File: src/source/fir_serial_macros.svh
`ifndef FIR_SERIAL_MACROS_SVH
`define FIR_SERIAL_MACROS_SVH

// filter geometry
`define FIR_TAPS      8
`define FIR_SAMPLE_W  16  // sfix16_En15
`define FIR_COEFF_W   16  // sfix16_En16
`define FIR_ACC_W     33  // sfix33_En31

//////////////////////////////////////////////////////////////////////
// symmetric coefficient set in tap order
//////////////////////////////////////////////////////////////////////

`define FIR_COEFF_0   16'hddbb
`define FIR_COEFF_1   16'hea8e
`define FIR_COEFF_2   16'h33db
`define FIR_COEFF_3   16'h6808
`define FIR_COEFF_4   16'h6808
`define FIR_COEFF_5   16'h33db
`define FIR_COEFF_6   16'hea8e
`define FIR_COEFF_7   16'hddbb

`endif

File: src/source/fir_serial_pkg.sv
`include "fir_serial_macros.svh"

package fir_serial_pkg;

  // input sample
  typedef logic signed [`FIR_SAMPLE_W-1:0] sample_t;

  // tap weight
  typedef logic signed [`FIR_COEFF_W-1:0] coeff_t;

  // full precision sample times weight
  typedef logic signed [`FIR_SAMPLE_W+`FIR_COEFF_W-1:0] product_t;

  // running sum and filter output
  typedef logic signed [`FIR_ACC_W-1:0] acc_t;

  // selects one of the taps
  typedef logic [$clog2(`FIR_TAPS)-1:0] tap_idx_t;

endpackage

File: src/source/carry_skip_adder.sv
module carry_skip_adder #(
  parameter int WIDTH = 32
) (
  input  logic [WIDTH-1:0] x,
  input  logic [WIDTH-1:0] y,
  output logic [WIDTH-1:0] sum
);

  localparam int BLOCK = 4;  // bits per skip block

  logic [WIDTH-1:0] p;
  logic [WIDTH-1:0] g;

  assign p = x ^ y;
  assign g = x & y;

  // ripple inside a block, skip mux at each block boundary
  always_comb begin
    logic carry;
    logic blk_cin;
    logic blk_prop;
    carry    = 1'b0;
    blk_cin  = 1'b0;
    blk_prop = 1'b1;
    for (int i = 0; i < WIDTH; i++) begin
      if (i % BLOCK == 0) begin
        blk_cin  = carry;
        blk_prop = 1'b1;
      end
      sum[i]   = p[i] ^ carry;
      blk_prop = blk_prop & p[i];
      carry    = g[i] | (p[i] & carry);
      if (i % BLOCK == BLOCK - 1) begin
        carry = blk_prop ? blk_cin : carry;  // whole block propagates
      end
    end
  end

endmodule

File: src/source/vedic_multiplier.sv
module vedic_multiplier #(
  parameter int WIDTH = 16
) (
  input  logic [WIDTH-1:0]   a,
  input  logic [WIDTH-1:0]   b,
  output logic [2*WIDTH-1:0] product
);

  generate
    if (WIDTH == 2) begin : g_base

      //////////////////////////////////////////////////////////////////////
      // 2x2 leaf from AND gates and two half adders
      //////////////////////////////////////////////////////////////////////

      logic [2:0] pp;
      logic       carry;

      assign pp[0] = a[1] & b[0];
      assign pp[1] = a[0] & b[1];
      assign pp[2] = a[1] & b[1];

      assign product[0] = a[0] & b[0];
      assign product[1] = pp[0] ^ pp[1];  // first half adder
      assign carry      = pp[0] & pp[1];
      assign product[2] = pp[2] ^ carry;  // second half adder
      assign product[3] = pp[2] & carry;

    end else begin : g_split

      //////////////////////////////////////////////////////////////////////
      // quarter the operands, then fold the four partial products
      //////////////////////////////////////////////////////////////////////

      localparam int H = WIDTH / 2;

      logic [WIDTH-1:0]   q0;  // lo x lo
      logic [WIDTH-1:0]   q1;  // hi x lo
      logic [WIDTH-1:0]   q2;  // lo x hi
      logic [WIDTH-1:0]   q3;  // hi x hi
      logic [WIDTH-1:0]   mid_lo;
      logic [WIDTH+H-1:0] mid_hi;
      logic [WIDTH+H-1:0] upper;

      vedic_multiplier #(.WIDTH(H)) u_mul_ll (
        .a       (a[H-1:0]),
        .b       (b[H-1:0]),
        .product (q0)
      );

      vedic_multiplier #(.WIDTH(H)) u_mul_hl (
        .a       (a[WIDTH-1:H]),
        .b       (b[H-1:0]),
        .product (q1)
      );

      vedic_multiplier #(.WIDTH(H)) u_mul_lh (
        .a       (a[H-1:0]),
        .b       (b[WIDTH-1:H]),
        .product (q2)
      );

      vedic_multiplier #(.WIDTH(H)) u_mul_hh (
        .a       (a[WIDTH-1:H]),
        .b       (b[WIDTH-1:H]),
        .product (q3)
      );

      // upper half of q0 plus one cross term
      carry_skip_adder #(.WIDTH(WIDTH)) u_add_lo (
        .x   ({{H{1'b0}}, q0[WIDTH-1:H]}),
        .y   (q1),
        .sum (mid_lo)
      );

      // other cross term plus shifted hi x hi
      carry_skip_adder #(.WIDTH(WIDTH+H)) u_add_hi (
        .x   ({{H{1'b0}}, q2}),
        .y   ({q3, {H{1'b0}}}),
        .sum (mid_hi)
      );

      carry_skip_adder #(.WIDTH(WIDTH+H)) u_add_all (
        .x   ({{H{1'b0}}, mid_lo}),
        .y   (mid_hi),
        .sum (upper)
      );

      assign product = {upper, q0[H-1:0]};  // low bits pass straight through

    end
  endgenerate

endmodule

File: src/source/tap_counter.sv
module tap_counter import fir_serial_pkg::*; (
  input  logic     clk,
  input  logic     reset,
  input  logic     clk_enable,
  output tap_idx_t tap_idx,
  output logic     frame_start,
  output logic     frame_end
);

  localparam tap_idx_t FIRST_TAP = '0;
  localparam tap_idx_t LAST_TAP  = '1;

  // modulo-8 index, parked on the last tap out of reset
  always_ff @(posedge clk or posedge reset) begin
    if (reset) begin
      tap_idx <= LAST_TAP;
    end else if (clk_enable) begin
      if (tap_idx == LAST_TAP) begin
        tap_idx <= FIRST_TAP;
      end else begin
        tap_idx <= tap_idx + 1'b1;
      end
    end
  end

  // phase strobes only count on enabled edges
  assign frame_start = clk_enable && (tap_idx == FIRST_TAP);
  assign frame_end   = clk_enable && (tap_idx == LAST_TAP);  // capture edge

endmodule

File: src/source/sample_delay_line.sv
`include "fir_serial_macros.svh"

module sample_delay_line import fir_serial_pkg::*; (
  input  logic     clk,
  input  logic     reset,
  input  logic     shift_en,
  input  sample_t  filter_in,
  input  tap_idx_t tap_idx,
  output sample_t  tap_sample
);

  sample_t taps [`FIR_TAPS];  // entry 0 is the newest sample

  always_ff @(posedge clk or posedge reset) begin
    if (reset) begin
      for (int i = 0; i < `FIR_TAPS; i++) begin
        taps[i] <= '0;
      end
    end else if (shift_en) begin
      taps[0] <= filter_in;
      for (int i = 1; i < `FIR_TAPS; i++) begin
        taps[i] <= taps[i-1];
      end
    end
  end

  // one tap per cycle into the multiplier
  assign tap_sample = taps[tap_idx];

endmodule

File: src/source/serial_mac.sv
`include "fir_serial_macros.svh"

module serial_mac import fir_serial_pkg::*; (
  input  logic     clk,
  input  logic     reset,
  input  logic     clk_enable,
  input  logic     frame_start,
  input  logic     frame_end,
  input  sample_t  tap_sample,
  input  tap_idx_t tap_idx,
  output acc_t     filter_out
);

  coeff_t                    coeff;
  logic [`FIR_SAMPLE_W-1:0]  sample_mag;
  logic [`FIR_SAMPLE_W-1:0]  coeff_mag;
  logic [2*`FIR_SAMPLE_W-1:0] mag_product;
  logic                      negate;
  product_t                  product;
  acc_t                      product_ext;
  acc_t                      acc_sum;
  acc_t                      acc_reg;
  acc_t                      final_sum;

  always_comb begin
    case (tap_idx)
      3'd0:    coeff = `FIR_COEFF_0;
      3'd1:    coeff = `FIR_COEFF_1;
      3'd2:    coeff = `FIR_COEFF_2;
      3'd3:    coeff = `FIR_COEFF_3;
      3'd4:    coeff = `FIR_COEFF_4;
      3'd5:    coeff = `FIR_COEFF_5;
      3'd6:    coeff = `FIR_COEFF_6;
      default: coeff = `FIR_COEFF_7;
    endcase
  end

  //////////////////////////////////////////////////////////////////////
  // sign-magnitude multiply
  //////////////////////////////////////////////////////////////////////

  assign sample_mag = tap_sample[`FIR_SAMPLE_W-1] ? -tap_sample : tap_sample;  // -32768 ok
  assign coeff_mag  = coeff[`FIR_COEFF_W-1] ? -coeff : coeff;
  assign negate     = tap_sample[`FIR_SAMPLE_W-1] ^ coeff[`FIR_COEFF_W-1];

  vedic_multiplier #(.WIDTH(`FIR_SAMPLE_W)) u_mul (
    .a       (sample_mag),
    .b       (coeff_mag),
    .product (mag_product)
  );

  assign product     = negate ? -product_t'(mag_product) : product_t'(mag_product);
  assign product_ext = acc_t'(product);  // sign extend to En31 acc

  carry_skip_adder #(.WIDTH(`FIR_ACC_W)) u_acc_add (
    .x   (product_ext),
    .y   (acc_reg),
    .sum (acc_sum)
  );

  //////////////////////////////////////////////////////////////////////
  // accumulate, final sum and output registers
  //////////////////////////////////////////////////////////////////////

  always_ff @(posedge clk or posedge reset) begin
    if (reset) begin
      acc_reg    <= '0;
      final_sum  <= '0;
      filter_out <= '0;
    end else begin
      if (clk_enable) begin
        acc_reg <= frame_start ? product_ext : acc_sum;  // tap 0 restarts the sum
      end
      if (frame_start) begin
        final_sum <= acc_reg;
      end
      if (frame_end) begin
        filter_out <= final_sum;
      end
    end
  end

endmodule

File: src/source/fir_serial.sv
module fir_serial import fir_serial_pkg::*; (
  input  logic    clk,
  input  logic    reset,
  input  logic    clk_enable,
  input  sample_t filter_in,
  output acc_t    filter_out
);

  tap_idx_t tap_idx;
  logic     frame_start;
  logic     frame_end;
  sample_t  tap_sample;

  //////////////////////////////////////////////////////////////////////
  // sequencing
  //////////////////////////////////////////////////////////////////////

  tap_counter u_counter (
    .clk         (clk),
    .reset       (reset),
    .clk_enable  (clk_enable),
    .tap_idx     (tap_idx),
    .frame_start (frame_start),
    .frame_end   (frame_end)
  );

  //////////////////////////////////////////////////////////////////////
  // datapath
  //////////////////////////////////////////////////////////////////////

  sample_delay_line u_delay (
    .clk        (clk),
    .reset      (reset),
    .shift_en   (frame_end),  // new sample on the last tap
    .filter_in  (filter_in),
    .tap_idx    (tap_idx),
    .tap_sample (tap_sample)
  );

  serial_mac u_mac (
    .clk         (clk),
    .reset       (reset),
    .clk_enable  (clk_enable),
    .frame_start (frame_start),
    .frame_end   (frame_end),
    .tap_sample  (tap_sample),
    .tap_idx     (tap_idx),
    .filter_out  (filter_out)
  );

endmodule

File: config.mk
export PLATFORM = sky130hd
export DESIGN_NAME = fir_serial
export DESIGN_NICKNAME = d
export VERILOG_FILES = /design/src/source/fir_serial_pkg.sv /design/src/source/carry_skip_adder.sv /design/src/source/vedic_multiplier.sv /design/src/source/tap_counter.sv /design/src/source/sample_delay_line.sv /design/src/source/serial_mac.sv /design/src/source/fir_serial.sv
export VERILOG_INCLUDE_DIRS = /design/src /design/src/source
export SDC_FILE = /design/constraint.sdc
export NUM_CORES = 1
export LEC_CHECK = 0
export BUFFER_PORTS_ARGS = -buffer_cell sky130_fd_sc_hd__buf_4
export CAP_MARGIN = 25
export CELL_PAD_IN_SITES_DETAIL_PLACEMENT = 2
export CELL_PAD_IN_SITES_GLOBAL_PLACEMENT = 2
export CORE_MARGIN = 2
export CORE_UTILIZATION = 47
export CTS_CLUSTER_SIZE = 25
export DETAILED_ROUTE_END_ITERATION = 12
export PLACE_DENSITY_LB_ADDON = 0.1
export RECOVER_POWER = 50
export SYNTH_ARGS = -nofsm -noshare
export SYNTH_HDL_FRONTEND = slang
export SYNTH_SLANG_ARGS = --single-unit
File: constraint.sdc
create_clock -name clk -period 50.6 [get_ports clk]
set_input_delay 12.65 -clock clk [delete_from_list [all_inputs] [get_ports clk]]
set_output_delay 12.65 -clock clk [all_outputs]
set_load 0.01 [all_outputs]
==> impl_metrics.tcl <==
set metrics [dict create \
    coreArea_sq_um 49100 \
    syn-cell-area_sq_um 23400 \
    fin_crit_sh 0.458 \
    grt_pass1_vias 19400 \
    violations "max-capacitance violations, max-slew violations" \
    cp_top_family "adder cells" \
    worstPathRequired_ns 51.00 \
    ys_types 66 \
    drive_gt1_frac 0.141 \
    skew_ns 0.0218 \
    maxCapViolCount 4 \
    rows 81 \
    utilization 0.518 \
    arrival_ns 23.60 \
    final_nets 2862 \
    drt-total-wl_microns 71100 \
    cp-start-kind "register" \
    timing.critical_path.buf_inv 10 \
    grt_pass1_wl_microns 111000 \
    gp_congestion 0.842 \
    num_vias 16000 \
    die_h_microns 227 \
    tightest_slew_ns 4.77 \
    min_path_type "register to register" \
    synthCells 2208 \
    overflow 0 \
    slew_headroom -2.20 \
    ys_seq_elements 230 \
    avgSynthCellArea_sq_um 10.6 \
    critPathSlowestCell "a21oi_1" \
    port_buffers 51 \
    clockRootBuffer "clkbuf_16" \
    antenna_found_initial 0 \
    ys_seq_area_frac 0.246 \
    ant_nets 0 \
    die_area_sq_um 51700 \
    grt_usage 0.280 \
    cts_max_path_buffers 3 \
    synthFlopType "dfrtp_1" \
    cts_resized 0 \
    tns_ns 0 \
    fin_area_sq_um 25400 \
    setup_viol 0 \
    fmax_mhz 43.1 \
    ctsHtreeMaxLevel 1 \
    numClockSinks 230 \
    regMostFlops "u_delay.taps" \
    viasPerCell 5.48 \
    drt_iter0_drc 671 \
    post-cts-setup-buffers 0 \
    tritoncts "done" \
    die_x_microns 227 \
    critPathCaptureType "register" \
    grt_max_degree 110 \
    cp_common_cell "fa_1" \
    start_util 0.478 \
    dpl_cell_area_sq_um 24500 \
    synthArstFlopShare 1.00 \
    fin_crit_ns 23.20 \
    yosysWarnings 0 \
    cts_hold_buf 0 \
    n_antenna_cell 0 \
    area_delta_synth_final_pct 8.44 \
    synth_nets 2834 \
    drtPass1Iterations 5 \
    wl_per_cell_microns 24.4 \
    largest_register_ff_count 128 \
    rsz0062_at_grt "no" \
    route.detailed.drc 0 \
    ios 52 \
    path_class "register to register" \
    crit_fanout 34 \
    clk_pin_slew_ns 0.07 \
    synth_edf_count 0 \
    max_stage_delay_ns 0.70 \
    cts_buffers 26 \
    outcome "finished, violations left" \
    drv_slew 321 \
    dp_hpwl_microns 53500 \
    finalHoldViolations 0 \
    clk_latency_ns 0.56 \
]
-- worst reg2reg max path: cells and delay by family (launching register included) --
kind	cells	cell delay, ns
adders and majority gates	38	15.86
DFF	1	0.55
and+or+nand+nor	8	1.51
xor gates and xnor gates	1	0.34
muxes	4	1.34
buffers and inverters	10	1.39
AOI/OAI and AO/OA	8	2.04
-- final timing paths --
check	endpoint	depth (start not counted)	startpoint	slack (ns)
worst max-delay path	u_mac.acc_reg[32]	69	u_counter.tap_idx[1]	27.40
worst min-delay path	u_mac.final_sum[19]	2	u_mac.final_sum[19]	0.49
worst max register to register	u_mac.acc_reg[32]	69	u_counter.tap_idx[1]	27.40
worst min register to register	u_mac.final_sum[19]	2	u_mac.final_sum[19]	0.49
max in group asynchronous	u_delay.taps[92]	4	reset	32.05
min in group asynchronous	u_mac.filter_out[7]	2	reset	13.57
-- layout by cell type, fill, tap and decap left out, types with 11 or more instances in the layout --
cell type	instances
inv_1	422
ha_1	392
dfrtp_1	227
fa_1	215
nor2_1	169
mux2_2	162
nand2_1	105
o21ai_0	72
clkbuf_1	38
buf_4	37
a41oi_1	35
xnor2_1	34
mux4_2	32
xor2_1	32
o211ai_1	30
clkbuf_16	27
nand4_1	24
a21oi_1	20
mux2i_1	15
nand3_1	11
-- synthesized netlist by cell type (3+ instances only) --
cell      instances  area (sq um)
fa_1            215          4300
o21a_1            4          30.0
xnor2_1          36           315
ha_1            392          4900
or3_1             6          37.5
o211ai_1         30           225
nor3_1            9          45.0
clkbuf_1         53           199
inv_1           423          1590
nor4_1            4          25.0
nor2_1          169           634
xor2_1           33           289
nand2b_1         10          62.6
a31oi_1           4          25.0
buf_1             7          26.3
mux2_2          171          1930
mux4_2           32           721
o31ai_1           9          67.6
nand3b_1          4          30.0
or2_4             3          26.3
nand3_1          11          55.1
or2_1             3          18.8
a21oi_1          20           100
dfstp_2           3          78.8
and4_1            3          26.3
o21ai_1           5          25.0
dfrtp_1         227          5680
inv_2             3          11.3
or2_2             9          56.3
o221ai_1          3          26.3
mux2i_1          15           150
and2_1            3          18.8
buf_6             3          33.8
a41oi_1          35           307
nand4_1          24           150
nand2_1         105           394
buf_2            13          65.1
o21ai_0          72           360
-- through the flow --
stage | worst slack [ns] | hold slack (ns) | instances
after floorplan | 29.34 | 0.442 | 2208
after detailed placement | 27.62 | 0.477 | 2869
after global routing | 26.48 | 0.517 | 2919
after global placement | 28.50 | 0.458 | 2869
final | 27.40 | 0.486 | 2919
after CTS | 27.44 | 0.490 | 2916
-- final cells by class --
type                            instances  area [sq um]
Tap cell                              664           831
Timing Repair Buffer                   77           479
Clock buffer                           38           817
Fill cell                            4979         23600
Clock inverter                          9           151
Sequential cell                       230          5760
Inverter                              426          1600
Multi-Input combinational cell       1475         15800
-- metal layers --
layer  GRT usage  vias up  part of all wire
li1            -     7204                 -
met1       0.341     8482              0.41
met2       0.530      207              0.54
met3      0.0249      102             0.019
met4      0.0687        0             0.024
met5           0        -                 0
-- logic make-up (layout without fill, tap and decap cells) --
family / count (synthesis) / in the layout / share of synthesized area
AOI/OAI and AO/OA: 198 / 198 / 0.0561
xor gates and xnor gates: 71 / 71 / 0.0272
adders and majority gates: 607 / 607 / 0.393
buffers and inverters: 503 / 550 / 0.0824
DFF: 230 / 230 / 0.246
muxes: 222 / 222 / 0.122
and+or+nand+nor: 377 / 377 / 0.0731
Power is left out: the tool's default activity adds up to more than one toggle a clock period on the data nets, which glitch-free logic cannot reach.
